`src/common/physics_pkg.sv`:
```
package physics_pkg;

	// 16.16 fixed point throughout the integrator
	localparam int FRACTION_BITS = 16;
	localparam logic signed [31:0] ONE_PIXEL = 32'sh0001_0000;	// 1.0, lift on attack start

	localparam logic signed [31:0] JOYSTICK_CENTER = 32'sd128;	// Raw stick rest value
	localparam logic signed [31:0] JUMP_SPEED = 32'sh0003_0000;	// 3 px per tick upward

	// Attack vibration around the anchor, in raw fixed-point units
	localparam logic signed [31:0] VIBRATION_SPAN = 32'sd8;
	localparam logic signed [31:0] VIBRATION_STEP = 32'sd2;

	// Visible area
	localparam int SCREEN_WIDTH = 640;
	localparam int SCREEN_HEIGHT = 480;
	localparam int COLUMN_BITS = 10;
	localparam int ROW_BITS = 9;
	localparam int COLUMN_MAX = SCREEN_WIDTH - 1;
	localparam int ROW_MAX = SCREEN_HEIGHT - 1;

	// Trail FIFO geometry
	localparam int TRAIL_DEPTH = 8;
	localparam int TRAIL_PTR_BITS = $clog2(TRAIL_DEPTH);
	localparam int TRAIL_COUNT_BITS = $clog2(TRAIL_DEPTH + 1);
	localparam logic [TRAIL_COUNT_BITS-1:0] TRAIL_FULL_COUNT = TRAIL_COUNT_BITS'(TRAIL_DEPTH);

	// Collision codes on wall[2:0]
	localparam logic [2:0] WALL_LEFT = 3'b110;
	localparam logic [2:0] WALL_RIGHT = 3'b111;
	localparam logic [2:0] WALL_UP = 3'b101;
	localparam logic [2:0] WALL_DOWN = 3'b100;

	typedef struct packed {
		logic signed [31:0] mass;
		logic signed [31:0] gravity;
		logic signed [31:0] wind;				// Drag divisor
		logic [31:0] start_position;			// X integer high half, Y low half
	} player_config;

	typedef struct packed {
		logic [31:0] controller;				// Bit 20 jump, [15:8] stick X, [7:0] stick Y
		logic [31:0] knockback;					// X high half, Y low half
		logic [3:0] wall;
		logic attack;
		logic freeze;
	} player_inputs;

	typedef struct packed {
		logic signed [31:0] move_x;
		logic signed [31:0] move_y;
		logic signed [31:0] knock_x;
		logic signed [31:0] knock_y;
		logic jump;
		logic drop_through;
		logic on_ground;
		logic hit_left;
		logic hit_right;
		logic hit_up;
	} motion_terms;

	typedef struct packed {
		logic signed [15:0] x;					// Integer parts only
		logic signed [15:0] y;
	} position_sample;

	typedef struct packed {
		logic [COLUMN_BITS-1:0] column;
		logic [ROW_BITS-1:0] row;
		logic on_screen;
	} screen_pixel;

endpackage

```
`src/source/screen_clipper.sv`:
```
`timescale 1ns/10ps

module screen_clipper (
	input logic clock,
	input logic reset,
	input physics_pkg::position_sample head,
	input logic empty,
	input logic display_busy,
	output logic pop,
	output physics_pkg::screen_pixel pixel,
	output logic pixel_valid
);

	// Sign-extended head coordinates
	int head_x, head_y;
	int column_clamped, row_clamped, row_flipped;
	logic x_clipped, y_clipped;
	physics_pkg::screen_pixel pixel_next;

	// Take one sample per free display cycle
	assign pop = ~empty & ~display_busy;

	assign head_x = int'(head.x);
	assign head_y = int'(head.y);

	always_comb begin
		x_clipped = 1'b1;
		y_clipped = 1'b1;
		if (head_x < 0)
			column_clamped = 0;
		else if (head_x > physics_pkg::COLUMN_MAX)
			column_clamped = physics_pkg::COLUMN_MAX;
		else begin
			column_clamped = head_x;
			x_clipped = 1'b0;
		end

		if (head_y < 0)
			row_clamped = 0;
		else if (head_y > physics_pkg::ROW_MAX)
			row_clamped = physics_pkg::ROW_MAX;
		else begin
			row_clamped = head_y;
			y_clipped = 1'b0;
		end

		row_flipped = physics_pkg::ROW_MAX - row_clamped;		// Display rows count down

		pixel_next.column = column_clamped[physics_pkg::COLUMN_BITS-1:0];
		pixel_next.row = row_flipped[physics_pkg::ROW_BITS-1:0];
		pixel_next.on_screen = ~x_clipped & ~y_clipped;
	end

	always_ff @(posedge clock) begin
		if (pop)
			pixel <= pixel_next;			// Payload only
	end

	always_ff @(posedge clock) begin
		if (reset)
			pixel_valid <= 1'b0;
		else
			pixel_valid <= pop;				// One cycle behind pop
	end

endmodule

```
`config.mk`:
```
export PLATFORM = sky130hd
export DESIGN_NAME = screen_clipper
export DESIGN_NICKNAME = d
export VERILOG_FILES = /design/src/common/physics_pkg.sv /design/src/source/screen_clipper.sv
export SDC_FILE = /design/constraint.sdc
export NUM_CORES = 1
export LEC_CHECK = 0
export ABC_AREA = 1
export BUFFER_PORTS_ARGS = -buffer_cell sky130_fd_sc_hd__buf_2
export CORE_UTILIZATION = 41
export CTS_CLUSTER_DIAMETER = 150
export DETAILED_ROUTE_END_ITERATION = 10
export HOLD_SLACK_MARGIN = 0.03
export PLACE_DENSITY_LB_ADDON = 0.3
export SYNTH_ARGS = -nofsm -noshare
export SYNTH_HDL_FRONTEND = slang
export SYNTH_SLANG_ARGS = --single-unit
```
`constraint.sdc`:
```
create_clock -name clock -period 2 [get_ports clock]
set_input_delay 0.4 -clock clock [delete_from_list [all_inputs] [get_ports clock]]
set_output_delay 0.4 -clock clock [all_outputs]
set_load 0.05 [all_outputs]
```
# After elaboration in Yosys (flattened, before gate mapping)
# Cells that the tools add are included.
[word_totals] in_bits=36 word_cells=24 ff_bits=21 output_inout_bits=22
[classes] mux=7 addsub=1 bitwise=6 reduce_logical=1 order_cmp=4
[ops] operator="less-than comparator 16 x 1 -> 1 bit, second input constant" n=2
[ops] operator="two-way mux 9 bit" n=2
[ops] operator="greater-than comparator 16 x 10 -> 1 bit, second input constant" n=1
[ops] operator="greater-than comparator 16 x 11 -> 1 bit, second input constant" n=1
[ops] operator="two-way mux 10 bit" n=1
[ops] operator="subtractor 7 x 9 -> 9 bit, first input constant" n=1
[ops] operator="two-way mux 1 bit" n=4
[ops] operator="NOT 1 bit" n=4
[ops] operator="AND 1 bit" n=2
[ops] operator="OR reduction 2 bit" n=1

# Logic depth before layout (Yosys ltp)
[logic_depth] depth_word=5 ltp_mapped=7 mapped_depth_nobuf=7

# Worst setup path before layout
# OpenSTA, ideal clock, no wires.
[synth_timing] path_kind="input -> register" startpoint="input port empty" endpoint="register pixel[0] in the netlist's numbering (enable)" setup_time_ps=427 slack_ps=-298 stages=1 t_arrival_ps=1871 required_time_ps=1573 path_buffers=0 cell_sequence="nor2_1"
[synth_between] elab_chain_len=2
[synth_rtl] item="start: declaration" line_no="screen_clipper.sv:7" text="input logic empty,"
[synth_rtl] item="NOT 1 bit" line_no="screen_clipper.sv:21" text="assign pop = ~empty & ~display_busy;"
[synth_rtl] item="AND 1 bit" line_no="screen_clipper.sv:21"
[synth_rtl] item="end signal: assignment" line_no="screen_clipper.sv:56" text="pixel <= pixel_next;"
[synth_rtl] item="end: declaration" line_no="screen_clipper.sv:10" text="output physics_pkg::screen_pixel pixel,"
# Every way passes these cells.
# A chain may end at the register's enable or synchronous reset.

# Worst setup path after layout
[layout_timing] startpoint="register pixel[19] in the netlist's numbering" endpoint="output port pixel[19] in the netlist's numbering"
# No word-level cell between the ends.

==> reports/results.ini <==
[floorplanning]
start_util_pct = 43.29
area_of_the_core_region_um2 = 2191
die_h_um = 50.10
rows = 17
num_io_pins = 58
floorplan.die.width_um = 50.10
die_area_um2 = 2510

[flow_run]
cap_violations = 0

[cells_and_area]
layout.cells.most_common = sky130_fd_sc_hd__buf_2
layout.cells.most_common_list = sky130_fd_sc_hd__buf_2, sky130_fd_sc_hd__edfxtp_1, sky130_fd_sc_hd__inv_1
finish.net_count = 179
antennaDiodeCount = 0
synthToLayoutAreaGrowth_pct = 37.86
final.fill_count = 201
final_area_um2 = 1308
final_layout_size_suffix_gt1_share_pct = 53.90

[routing]
maxUsedRoutingLayer = met4
first_pass_iters = 4
vias_per_cell = 4.740
dr.first_iter.drc_count = 13
wl_met1_um = 734
wl_per_cell_um = 11.36
wl_met3_um = 107
met2WireLength_um = 1025
drc_errors = 0
ant_nets = 0
dr_total_vias = 801
drt_wl_total_um = 1919

[placement]
place.detailed.hpwl_um = 1509
gpl.final_weighted_congestion = 0.7509
placed_cell_area_um2 = 1281
io_buffer_count = 57

[cts]
htreeDepth = 1
tritoncts = built
ctsResizeCount = 0
cts_buffer_depth = 2
clock_pin_slew_on_the_worst_setup_and_hold_paths_ns = 0.11
cts-buffers-inserted = 3
clk_root_buffer_cell = sky130_fd_sc_hd__clkbuf_4
holdBufCountCts = 0
cts.sinks = 21
postCtsSetupBuffers = 0

[logic_synthesis]
synthCells = 79
syn-cell-area_um2 = 948.4
prevailing_post_synth_register_cell = sky130_fd_sc_hd__edfxtp_1
synth.yosys.warnings = 0
synth_async_sr_flop_share_pct = 0
syn-num-nets = 116
synth-edff-count = 20
synthDistinctLibCells = 21
postSynthAreaPerCell_um2 = 12.01
synth-seq-area-share_pct = 65.44
synth_seq_cells = 21

[sta]
post-route-period-util_pct = 65.56
final.min_clock_period_ns = 1.311
setup_violations = 0
grt_setup_unrepaired = false
fmax_mhz = 762.7
final_hold_viol_count = 0
hold-worst-slack_ns = 0.2418
slew_headroom_pct = 79.79
max_slew.worst_pin.slew_ns = 0.3028
fin_tns_setup_ns = 0
timing.final.max_slew_violations = 0

[min_path]
timing.hold.worst.class = input pin to flip-flop

[power]
p_leak_nw = 0.5924
overall_power_after_layout_mw = 0.9236
pwr_density_cell_nw_per_um2 = 706.4
vdd_ir_drop_max_mv = 0.3448
part_of_the_power_in_the_clock_network_pct = 21.4
p_seq_share_pct = 55.9
p_int_mw = 0.6450
power_switching_mw = 0.2786
p_sw_share_pct = 30.17
pwr-share-comb_pct = 22.7

[worst_setup_path]
critPathArrivalTime_ns = 0.91
end_kind = output port
element_type_at_the_critical_path_start = flip-flop
cp_top_family = flip-flops
critical_path_buf_inv_count = 1
cells_along_the_critical_path = buf_2
slowest_stage = sky130_fd_sc_hd__edfxtp_1
crit_required_ns = 1.60
critical_path_peak_fanout = 1
crit_type = flip-flop to output port
critical-path-max-stage-delay_ns = 0.39

[global_routing]
first_global_vias = 750
grt-ovfl-total = 0
track_usage_pct = 16.79
initial_antenna_violation_count = 0
largest_net_degree_at_the_start_of_global_routing = 21
grt_pass1_wl_um = 3042

[run_status]
outcome = finished, final reports clean

[routing by layer]
layer / GRT usage [%] / vias up
met1: 17.23 / 363
met5: 0 / -
met4: 13.33 / 0
li1: - / 399
met3: 2.469 / 6
met2: 29.78 / 33
[kinds of logic after synthesis]
kind of cell	count (synthesis)	synth area share, %
adder cells (fa/ha/maj)	1	1.319
AO/OA/AOI/OAI	16	8.838
flip-flops	21	65.44
AND/OR/NAND/NOR	24	17.02
buffers and inverters	16	6.463
XOR/XNOR	1	0.9237
[area by class of cell]
| class | count | area, um2 | share of cell area (%) |
|---|---|---|---|
| repair buffers | 59 | 300.3 | 22.97 |
| inverters | 15 | 56.30 | 4.306 |
| well taps | 28 | 35.03 | 2.679 |
| flip-flops and latches | 21 | 620.6 | 47.46 |
| multi-input cells | 42 | 269.0 | 20.57 |
| clock buffers | 4 | 26.28 | 2.010 |
[sequential cells by signal, summed over array words and instances, names as in the netlist]
| signal | flops |
|---|---|
| pixel | 20 |
| pixel_valid | 1 |
[synthesized netlist by cell type, types with 2 or more instances]
library cell | instances | area (um2)
sky130_fd_sc_hd__nor3b_2 | 2 | 25.02
sky130_fd_sc_hd__o21ai_1 | 13 | 65.06
sky130_fd_sc_hd__inv_1 | 14 | 52.55
sky130_fd_sc_hd__nand3_1 | 3 | 15.01
sky130_fd_sc_hd__nand4_2 | 2 | 25.02
sky130_fd_sc_hd__nor2_2 | 3 | 18.77
sky130_fd_sc_hd__nand2_2 | 2 | 12.51
sky130_fd_sc_hd__nand4_1 | 2 | 12.51
sky130_fd_sc_hd__nor2_1 | 7 | 26.28
sky130_fd_sc_hd__edfxtp_1 | 20 | 600.6
[power groups by stage]
| stage | registers, mW | logic (mW) | clock network, mW |
|---|---|---|---|
| after global placement | 0.526 | 0.206 | 0 |
| final | 0.516 | 0.210 | 0.198 |
| after detailed placement | 0.527 | 0.211 | 0 |
| after floorplan | 0.626 | 0.0382 | 0 |
| after CTS | 0.517 | 0.211 | 0.209 |
| after global routing | 0.519 | 0.222 | 0.221 |
[final timing paths]
path / startpoint / end / slack (ns) / depth (start not counted)
hold / removal: reset / pixel_valid$_SDFF_PP0_ / 0.24 / 2
setup / recovery: pixel[19]$_SDFFCE_PP0P_ / pixel[19] / 0.69 / 1
[metrics by stage]
step	util (%)	instances	setup WS [ns]
finish	59.68	169	0.6888
global route	59.68	169	0.6496
CTS	59.68	169	0.6593
detailed placement	58.48	165	0.4355
global placement	58.48	165	0.4819
floorplan	-	79	0.2796
No activity file was read; power rests on OpenSTA's default activity.
