===== src/common/physics_pkg.sv =====
package physics_pkg;

	// 16.16 fixed point throughout the integrator
	localparam int FRACTION_BITS = 16;
	localparam logic signed [31:0] ONE_PIXEL = 32'sh0001_0000;	// 1.0, lift on attack start

	localparam logic signed [31:0] JOYSTICK_CENTER = 32'sd128;	// Raw stick rest value
	localparam logic signed [31:0] JUMP_SPEED = 32'sh0003_0000;	// 3 px per tick upward

	// Attack vibration around the anchor, in raw fixed-point units
	localparam logic signed [31:0] VIBRATION_SPAN = 32'sd8;
	localparam logic signed [31:0] VIBRATION_STEP = 32'sd2;

	// Visible area
	localparam int SCREEN_WIDTH = 640;
	localparam int SCREEN_HEIGHT = 480;
	localparam int COLUMN_BITS = 10;
	localparam int ROW_BITS = 9;
	localparam int COLUMN_MAX = SCREEN_WIDTH - 1;
	localparam int ROW_MAX = SCREEN_HEIGHT - 1;

	// Trail FIFO geometry
	localparam int TRAIL_DEPTH = 8;
	localparam int TRAIL_PTR_BITS = $clog2(TRAIL_DEPTH);
	localparam int TRAIL_COUNT_BITS = $clog2(TRAIL_DEPTH + 1);
	localparam logic [TRAIL_COUNT_BITS-1:0] TRAIL_FULL_COUNT = TRAIL_COUNT_BITS'(TRAIL_DEPTH);

	// Collision codes on wall[2:0]
	localparam logic [2:0] WALL_LEFT = 3'b110;
	localparam logic [2:0] WALL_RIGHT = 3'b111;
	localparam logic [2:0] WALL_UP = 3'b101;
	localparam logic [2:0] WALL_DOWN = 3'b100;

	typedef struct packed {
		logic signed [31:0] mass;
		logic signed [31:0] gravity;
		logic signed [31:0] wind;				// Drag divisor
		logic [31:0] start_position;			// X integer high half, Y low half
	} player_config;

	typedef struct packed {
		logic [31:0] controller;				// Bit 20 jump, [15:8] stick X, [7:0] stick Y
		logic [31:0] knockback;					// X high half, Y low half
		logic [3:0] wall;
		logic attack;
		logic freeze;
	} player_inputs;

	typedef struct packed {
		logic signed [31:0] move_x;
		logic signed [31:0] move_y;
		logic signed [31:0] knock_x;
		logic signed [31:0] knock_y;
		logic jump;
		logic drop_through;
		logic on_ground;
		logic hit_left;
		logic hit_right;
		logic hit_up;
	} motion_terms;

	typedef struct packed {
		logic signed [15:0] x;					// Integer parts only
		logic signed [15:0] y;
	} position_sample;

	typedef struct packed {
		logic [COLUMN_BITS-1:0] column;
		logic [ROW_BITS-1:0] row;
		logic on_screen;
	} screen_pixel;

endpackage


===== src/source/trail_buffer.sv =====
`timescale 1ns/10ps

module trail_buffer (
	input logic clock,
	input logic reset,
	input logic push,
	input physics_pkg::position_sample push_data,
	input logic pop,
	output physics_pkg::position_sample head,
	output logic empty,
	output logic overflow								// Sticky until reset
);

	physics_pkg::position_sample entries [physics_pkg::TRAIL_DEPTH];

	logic [physics_pkg::TRAIL_PTR_BITS-1:0] rd_ptr, wr_ptr;
	logic [physics_pkg::TRAIL_COUNT_BITS-1:0] count;
	logic full;
	logic write_en, read_en;

	assign full = (count == physics_pkg::TRAIL_FULL_COUNT);
	assign empty = (count == '0);

	// A push into a full buffer is lost, even alongside a pop
	assign write_en = push & ~full;
	assign read_en = pop & ~empty;

	assign head = entries[rd_ptr];

	always_ff @(posedge clock) begin
		if (write_en)
			entries[wr_ptr] <= push_data;
	end

	always_ff @(posedge clock) begin
		if (reset) begin
			rd_ptr <= '0;
			wr_ptr <= '0;
			count <= '0;
			overflow <= 1'b0;
		end else begin
			// Depth is a power of two, pointers wrap on their own
			if (write_en)
				wr_ptr <= wr_ptr + 1'b1;
			if (read_en)
				rd_ptr <= rd_ptr + 1'b1;

			case ({write_en, read_en})
				2'b10: count <= count + 1'b1;
				2'b01: count <= count - 1'b1;
				default: count <= count;		// Idle or both
			endcase

			if (push && full)
				overflow <= 1'b1;
		end
	end

	// Reader must only pop what is there
	assert property (@(posedge clock) disable iff (reset)
		pop |-> !empty)
		else $error("pop while trail buffer empty");

endmodule


===== config.mk =====
export PLATFORM = sky130hd
export DESIGN_NAME = trail_buffer
export DESIGN_NICKNAME = d
export VERILOG_FILES = /design/src/common/physics_pkg.sv /design/src/source/trail_buffer.sv
export SDC_FILE = /design/constraint.sdc
export NUM_CORES = 1
export LEC_CHECK = 0
export BUFFER_PORTS_ARGS = -buffer_cell sky130_fd_sc_hd__buf_2
export CAP_MARGIN = 0
export CORE_ASPECT_RATIO = 0.6
export CORE_UTILIZATION = 25
export DETAILED_ROUTE_END_ITERATION = 16
export PLACE_DENSITY_LB_ADDON = 0.1
export SLEW_MARGIN = 10
export SYNTH_ARGS = -nofsm -noshare
export SYNTH_HDL_FRONTEND = slang
export SYNTH_SLANG_ARGS = --single-unit

===== constraint.sdc =====
create_clock -name clock -period 5.33 [get_ports clock]
set_input_delay 1.3325 -clock clock [delete_from_list [all_inputs] [get_ports clock]]
set_output_delay 1.3325 -clock clock [all_outputs]
set_load 0.01 [all_outputs]

# == After elaboration in Yosys (flattened, before gate mapping) ==
# Memories as Yosys holds them, arrays and structs flattened. A register that Yosys moved wholly into a read port is not among the register bits.
# Index checks and enable logic that the tools add are counted.
# totals
input_bits,36
n_memories,1
ram_bits,256
regBits,11
output_inout_bits,34
# classes
reduce_logical,3
add_sub_neg,4
bitwise_logic,4
n_mux,5
eq_ne,3
# mem_list
memory,words,width,rd,rd_clocked_by_memory_dff,write_ports,line,rtl
entries,8,32,1,1,1,trail_buffer.sv:14,physics_pkg::position_sample entries [physics_pkg::TRAIL_DEPTH];
# op_table
op,count
4-bit case mux with 2 select lines,1
3-bit by 1-bit adder with 3-bit output (second input constant),2
3-bit two-way mux,2
4-bit by 1-bit adder with 4-bit output (second input constant),1
4-bit equality test (second input constant),1
4-bit logical NOT,1
4-bit by 1-bit subtractor with 4-bit output (second input constant),1
1-bit AND,2
2-bit by 1-bit equality test with 1-bit output (second input constant),1
2-bit equality test (second input constant),1
1-bit two-way mux,2
1-bit inverter,2
2-bit nonzero test,1
1-bit logical AND,1

# == Depth between registers and ports, before layout ==
# logic_depth
word_depth,5
mapped_depth,10
ltp_nobuf,9

# == Worst setup path after synthesis ==
# No wires, ideal clock.
# synth_timing
path_type,input to register
startpoint,input push
endpoint,memory entries[0][0] (netlist bit) (enable)
n_path_buf,0
arrival_ps,3960
stages,3
setup_time_ps,461
path_slack_ps,909
path_cell_list,nand2_1 or2_2 nor3_1
# synth_via
elab_chain_cells,3
# synth_rtl
item,line,rtl
from (decl),trail_buffer.sv:6,"input logic push,"
1-bit AND,trail_buffer.sv:25,assign write_en = push & ~full;
1-bit two-way mux,trail_buffer.sv:31,if (write_en)
1-bit two-way mux (not written as such),trail_buffer.sv:32,entries[wr_ptr] <= push_data;
to (decl),trail_buffer.sv:14,
# Every way passes these cells.

==> results.md <==
Run status:
- The run finished with clean final reports.

Synth:
- The instance count of the mapped netlist is 448.
- The count of cell types in the netlist is 33.
- The total nets after synthesis is ~490.
- The Yosys step of the flow raised 0 warnings.
- The number of register bits inferred by synthesis is 270.
- The portion of the post-synthesis area used by sequential elements is 0.761.
- The total standard cell area after synthesis is around 0.010 sq mm.
- The average instance in the mapped netlist occupies 23.4 sq um.

Route:
- Dividing the detail-routed via count by the number of cells gives 4.21.
- In the routed design, unresolved DRC markers number 0.
- The pre-antenna-repair detailed-routing pass consisted of 4 iterations.
- The number of antenna-violating nets in the routed design is 0.
- The detailed router placed 4716 vias in this run.
- Summed over all layers, the routed wires come to 23.1 mm.
- The average wire length per cell after detail routing is 20.6 um.
- The DRC marker count from the first detailed-route iteration is roughly 270.

Placed design:
- The count of buffers added on input and output ports is 69.
- The sum of net half-perimeters after detailed placement is roughly 13 mm.
- Routability-driven placement finished with a final weighted congestion of roughly 0.65.
- Once placement completed, the tool counted placed cells totaling 1070.

Floorplan:
- In this run the vertical extent of the chip is 161 um.
- 70 I/O pins were placed.
- The floorplan step set the die width to between 200 and 300 um.
- For this configuration, the core starts out at a cell density of 0.256.
- The die area is 0.0427 sq mm.
- The area of the core is 0.0409 sq mm.
- The number of placement rows is 57.

Setup path:
- The data required time of the critical path is around 4 ns.
- The number of cells on the worst reg-to-reg path is 5.
- In this run the critical register-to-register path is captured at entries[4][13].
- The critical-path cell with the highest stage delay is sky130_fd_sc_hd__dfxtp_4.
- The worst register-to-register path has a setup slack of 2.65 ns.
- The category of the critical setup timing path is reg -> out.
- In this design, the stage delay of the slowest critical-path cell is roughly 0.88 ns.
- Along the worst path, the maximum fanout reaches 39.
- At the worst endpoint, the arrival time is 2.83 ns.
- Traced cell by cell, the critical path runs through buf_4 -> mux4_1 -> mux2_4 -> buf_2.
- The worst setup path is launched from a register.
- On the critical path the largest part of the delay comes from flip-flops.
- In this run the critical register-to-register path is launched from count[1].
- The worst setup path is captured at an output port.
- The number of buffer and inverter instances along the worst setup path is 2.

Finish:
- Of the cells placed in the final design, the portion with a size suffix greater than 1 is 0.363.
- The area growth from synthesis to final layout is 18.3%.
- The final layout contains between 500 and 600 nets.
- Leaving out fill and tap cells, the most frequent cells in the layout are sky130_fd_sc_hd__edfxtp_1 (256), sky130_fd_sc_hd__buf_2 (69), sky130_fd_sc_hd__mux4_2 (37).
- The finished layout holds 1121 standard cells, fillers aside.
- The leading cell type in the layout, fill and taps excluded is sky130_fd_sc_hd__edfxtp_1.

Global routing:
- The initial antenna violation count is 1.
- The number of global-route vias before repair is 5086.
- The first global-routing pass estimated about 34 mm of wire.
- Global routing finished with a remaining overflow of 0.
- Entering global routing, the biggest net connects 65 pins.
- The global-route usage over all layers is 0.109.

Timing:
- After routing, the total negative slack on setup checks comes to 0 ns.
- Setup repair after global routing left no endpoint under its margin.
- The count of final setup violators is 0.
- The final-report max-slew violation count is 0.
- The number of hold violations in the final report is 0.
- The post-route minimum period is between 4 and 5 ns.
- In this run the tightest slew margin relative to its limit is 0.315.
- The final setup skew is 0.0129 ns.
- Of the available clock period, the critical path in the final layout requires 0.780.
- At the pin with the least slew margin, the transition time is ~1 ns.
- The maximum frequency from static timing analysis is roughly 0.24 GHz.

CTS:
- The count of hold buffers inserted by post-cts repair is 0.
- In this run, CTS created clock tree buffers numbering 28.
- The clock tree from TritonCTS is yes.
- The tree is rooted in a sky130_fd_sc_hd__clkbuf_16.
- For this design, the sink count on the clock tree is 270.
- CTS built an H-tree with a depth of 1.
- The number of gates resized after CTS was 0.
- The clock-pin slew of the registers on the worst-case setup and hold paths is 0.06 ns.
- The post-CTS setup repair buffer count is 0.
- The clock latency on the worst-skew pair is 0.55 ns.
- In this run the deepest clock path goes through 3 buffers.

Hold path:
- The type of the tightest min-delay check is reg -> reg.
- Along the worst hold path, the cell count comes to 2.
- For hold timing, the worst endpoint is overflow.
- In this run the most critical hold path is launched from overflow.

Pwr:
- The static leakage is roughly 0.0040 uW.
- For this design the ratio of total power to cell area is between 400 and 500 mW/mm^2.
- Across the VDD grid, the largest voltage drop is between 0.2 and 0.25 mV.

Flow run:
- The tool flagged a number of max-cap violations equal to 0.
-- stage by stage --
stage | hold WS [ns] | area, sq um | utilization | worst slack, ns | total power (uW)
floorplan | 0.462 | 10500 | - | 0.909 | 3390
global placement | 0.457 | 11500 | 0.283 | 1.66 | 3740
detailed placement | 0.459 | 11500 | 0.283 | 1.66 | 3750
CTS | 0.480 | 12400 | 0.303 | 1.06 | 5600
global route | 0.538 | 12400 | 0.303 | 0.980 | 5750
finish | 0.472 | 12400 | 0.303 | 1.17 | 5490
-- area by class of cell --
| type | instances | area (sq um) |
|---|---|---|
| fillers | 3976 | 28500 |
| inverters | 1 | 3.75 |
| clock buffers | 40 | 767 |
| well taps | 560 | 701 |
| flip-flops and latches | 270 | 7980 |
| diodes | 1 | 2.50 |
| multi-input cells | 156 | 2400 |
| clock inverters | 10 | 76.3 |
| repair buffers | 83 | 463 |
-- sequential cells by signal (all words and copies together) (netlist names), named ones only --
| signal | cells |
|---|---|
| overflow | 1 |
| rd_ptr | 3 |
| entries | 256 |
| wr_ptr | 3 |
| count | 4 |
-- cell families after synthesis --
kind of cell / share of synthesized area
compound gates: 0.00514
xor+xnor: 0.00502
fa+ha+maj: 0.00597
buf+inv: 0.0152
flops: 0.761
mux: 0.191
simple gates: 0.0168
-- worst max path at each step --
stage,slack [ns],endpoint,from,cells after the start
3_3_place_gp,1.66,head[8],register,4
3_5_place_dp,1.66,head[8],register,4
5_1_grt,0.98,head[6],register,4
6_report,1.17,head[8],register,4
4_1_cts,1.06,head[8],register,4
2_1_floorplan,0.91,entries[0][0],push,3
-- Yosys cell counts (all sizes together) --
cell / count / area share
a21oi: 4 / 0.0019
a41oi: 1 / 0.00084
buf: 18 / 0.014
clkbuf: 3 / 0.0012
dfxtp: 14 / 0.027
edfxtp: 256 / 0.73
ha: 5 / 0.0060
inv: 1 / 0.00036
mux2: 34 / 0.042
mux2i: 2 / 0.0019
mux4: 64 / 0.15
nand2: 6 / 0.0022
nand2b: 2 / 0.0012
nand3: 3 / 0.0014
nor2: 17 / 0.0061
nor2b: 1 / 0.00060
nor3: 3 / 0.0014
nor4: 1 / 0.00060
nor4b: 1 / 0.00084
o21ai: 1 / 0.00048
o41a: 1 / 0.0011
o41ai: 1 / 0.00084
or2: 1 / 0.00060
or3: 1 / 0.00060
or4b: 1 / 0.0013
xnor2: 1 / 0.00084
xor2: 5 / 0.0042
-- routing by layer --
layer | global-route usage | routed length, um | vias to the layer above
li1 | - | - | 2093
met1 | 0.155 | 11300 | 2516
met2 | 0.170 | 10600 | 74
met3 | 0.0248 | 863 | 31
met4 | 0.0251 | 403 | 2
met5 | 0 | 13 | -
-- worst reg2reg max path: cells and delay by family (launching register included) --
kind | cells | cell delay [ns]
simple gates | 4 | 1.45
flops | 1 | 0.49
buf+inv | 1 | 0.42
-- report_power, final --
part	switching (uW)	total, uW	internal (uW)
Combinational	461	1040	583
Clock	783	1830	1040
Sequential	161	2620	2460
(Power assumes the default switching activity.)
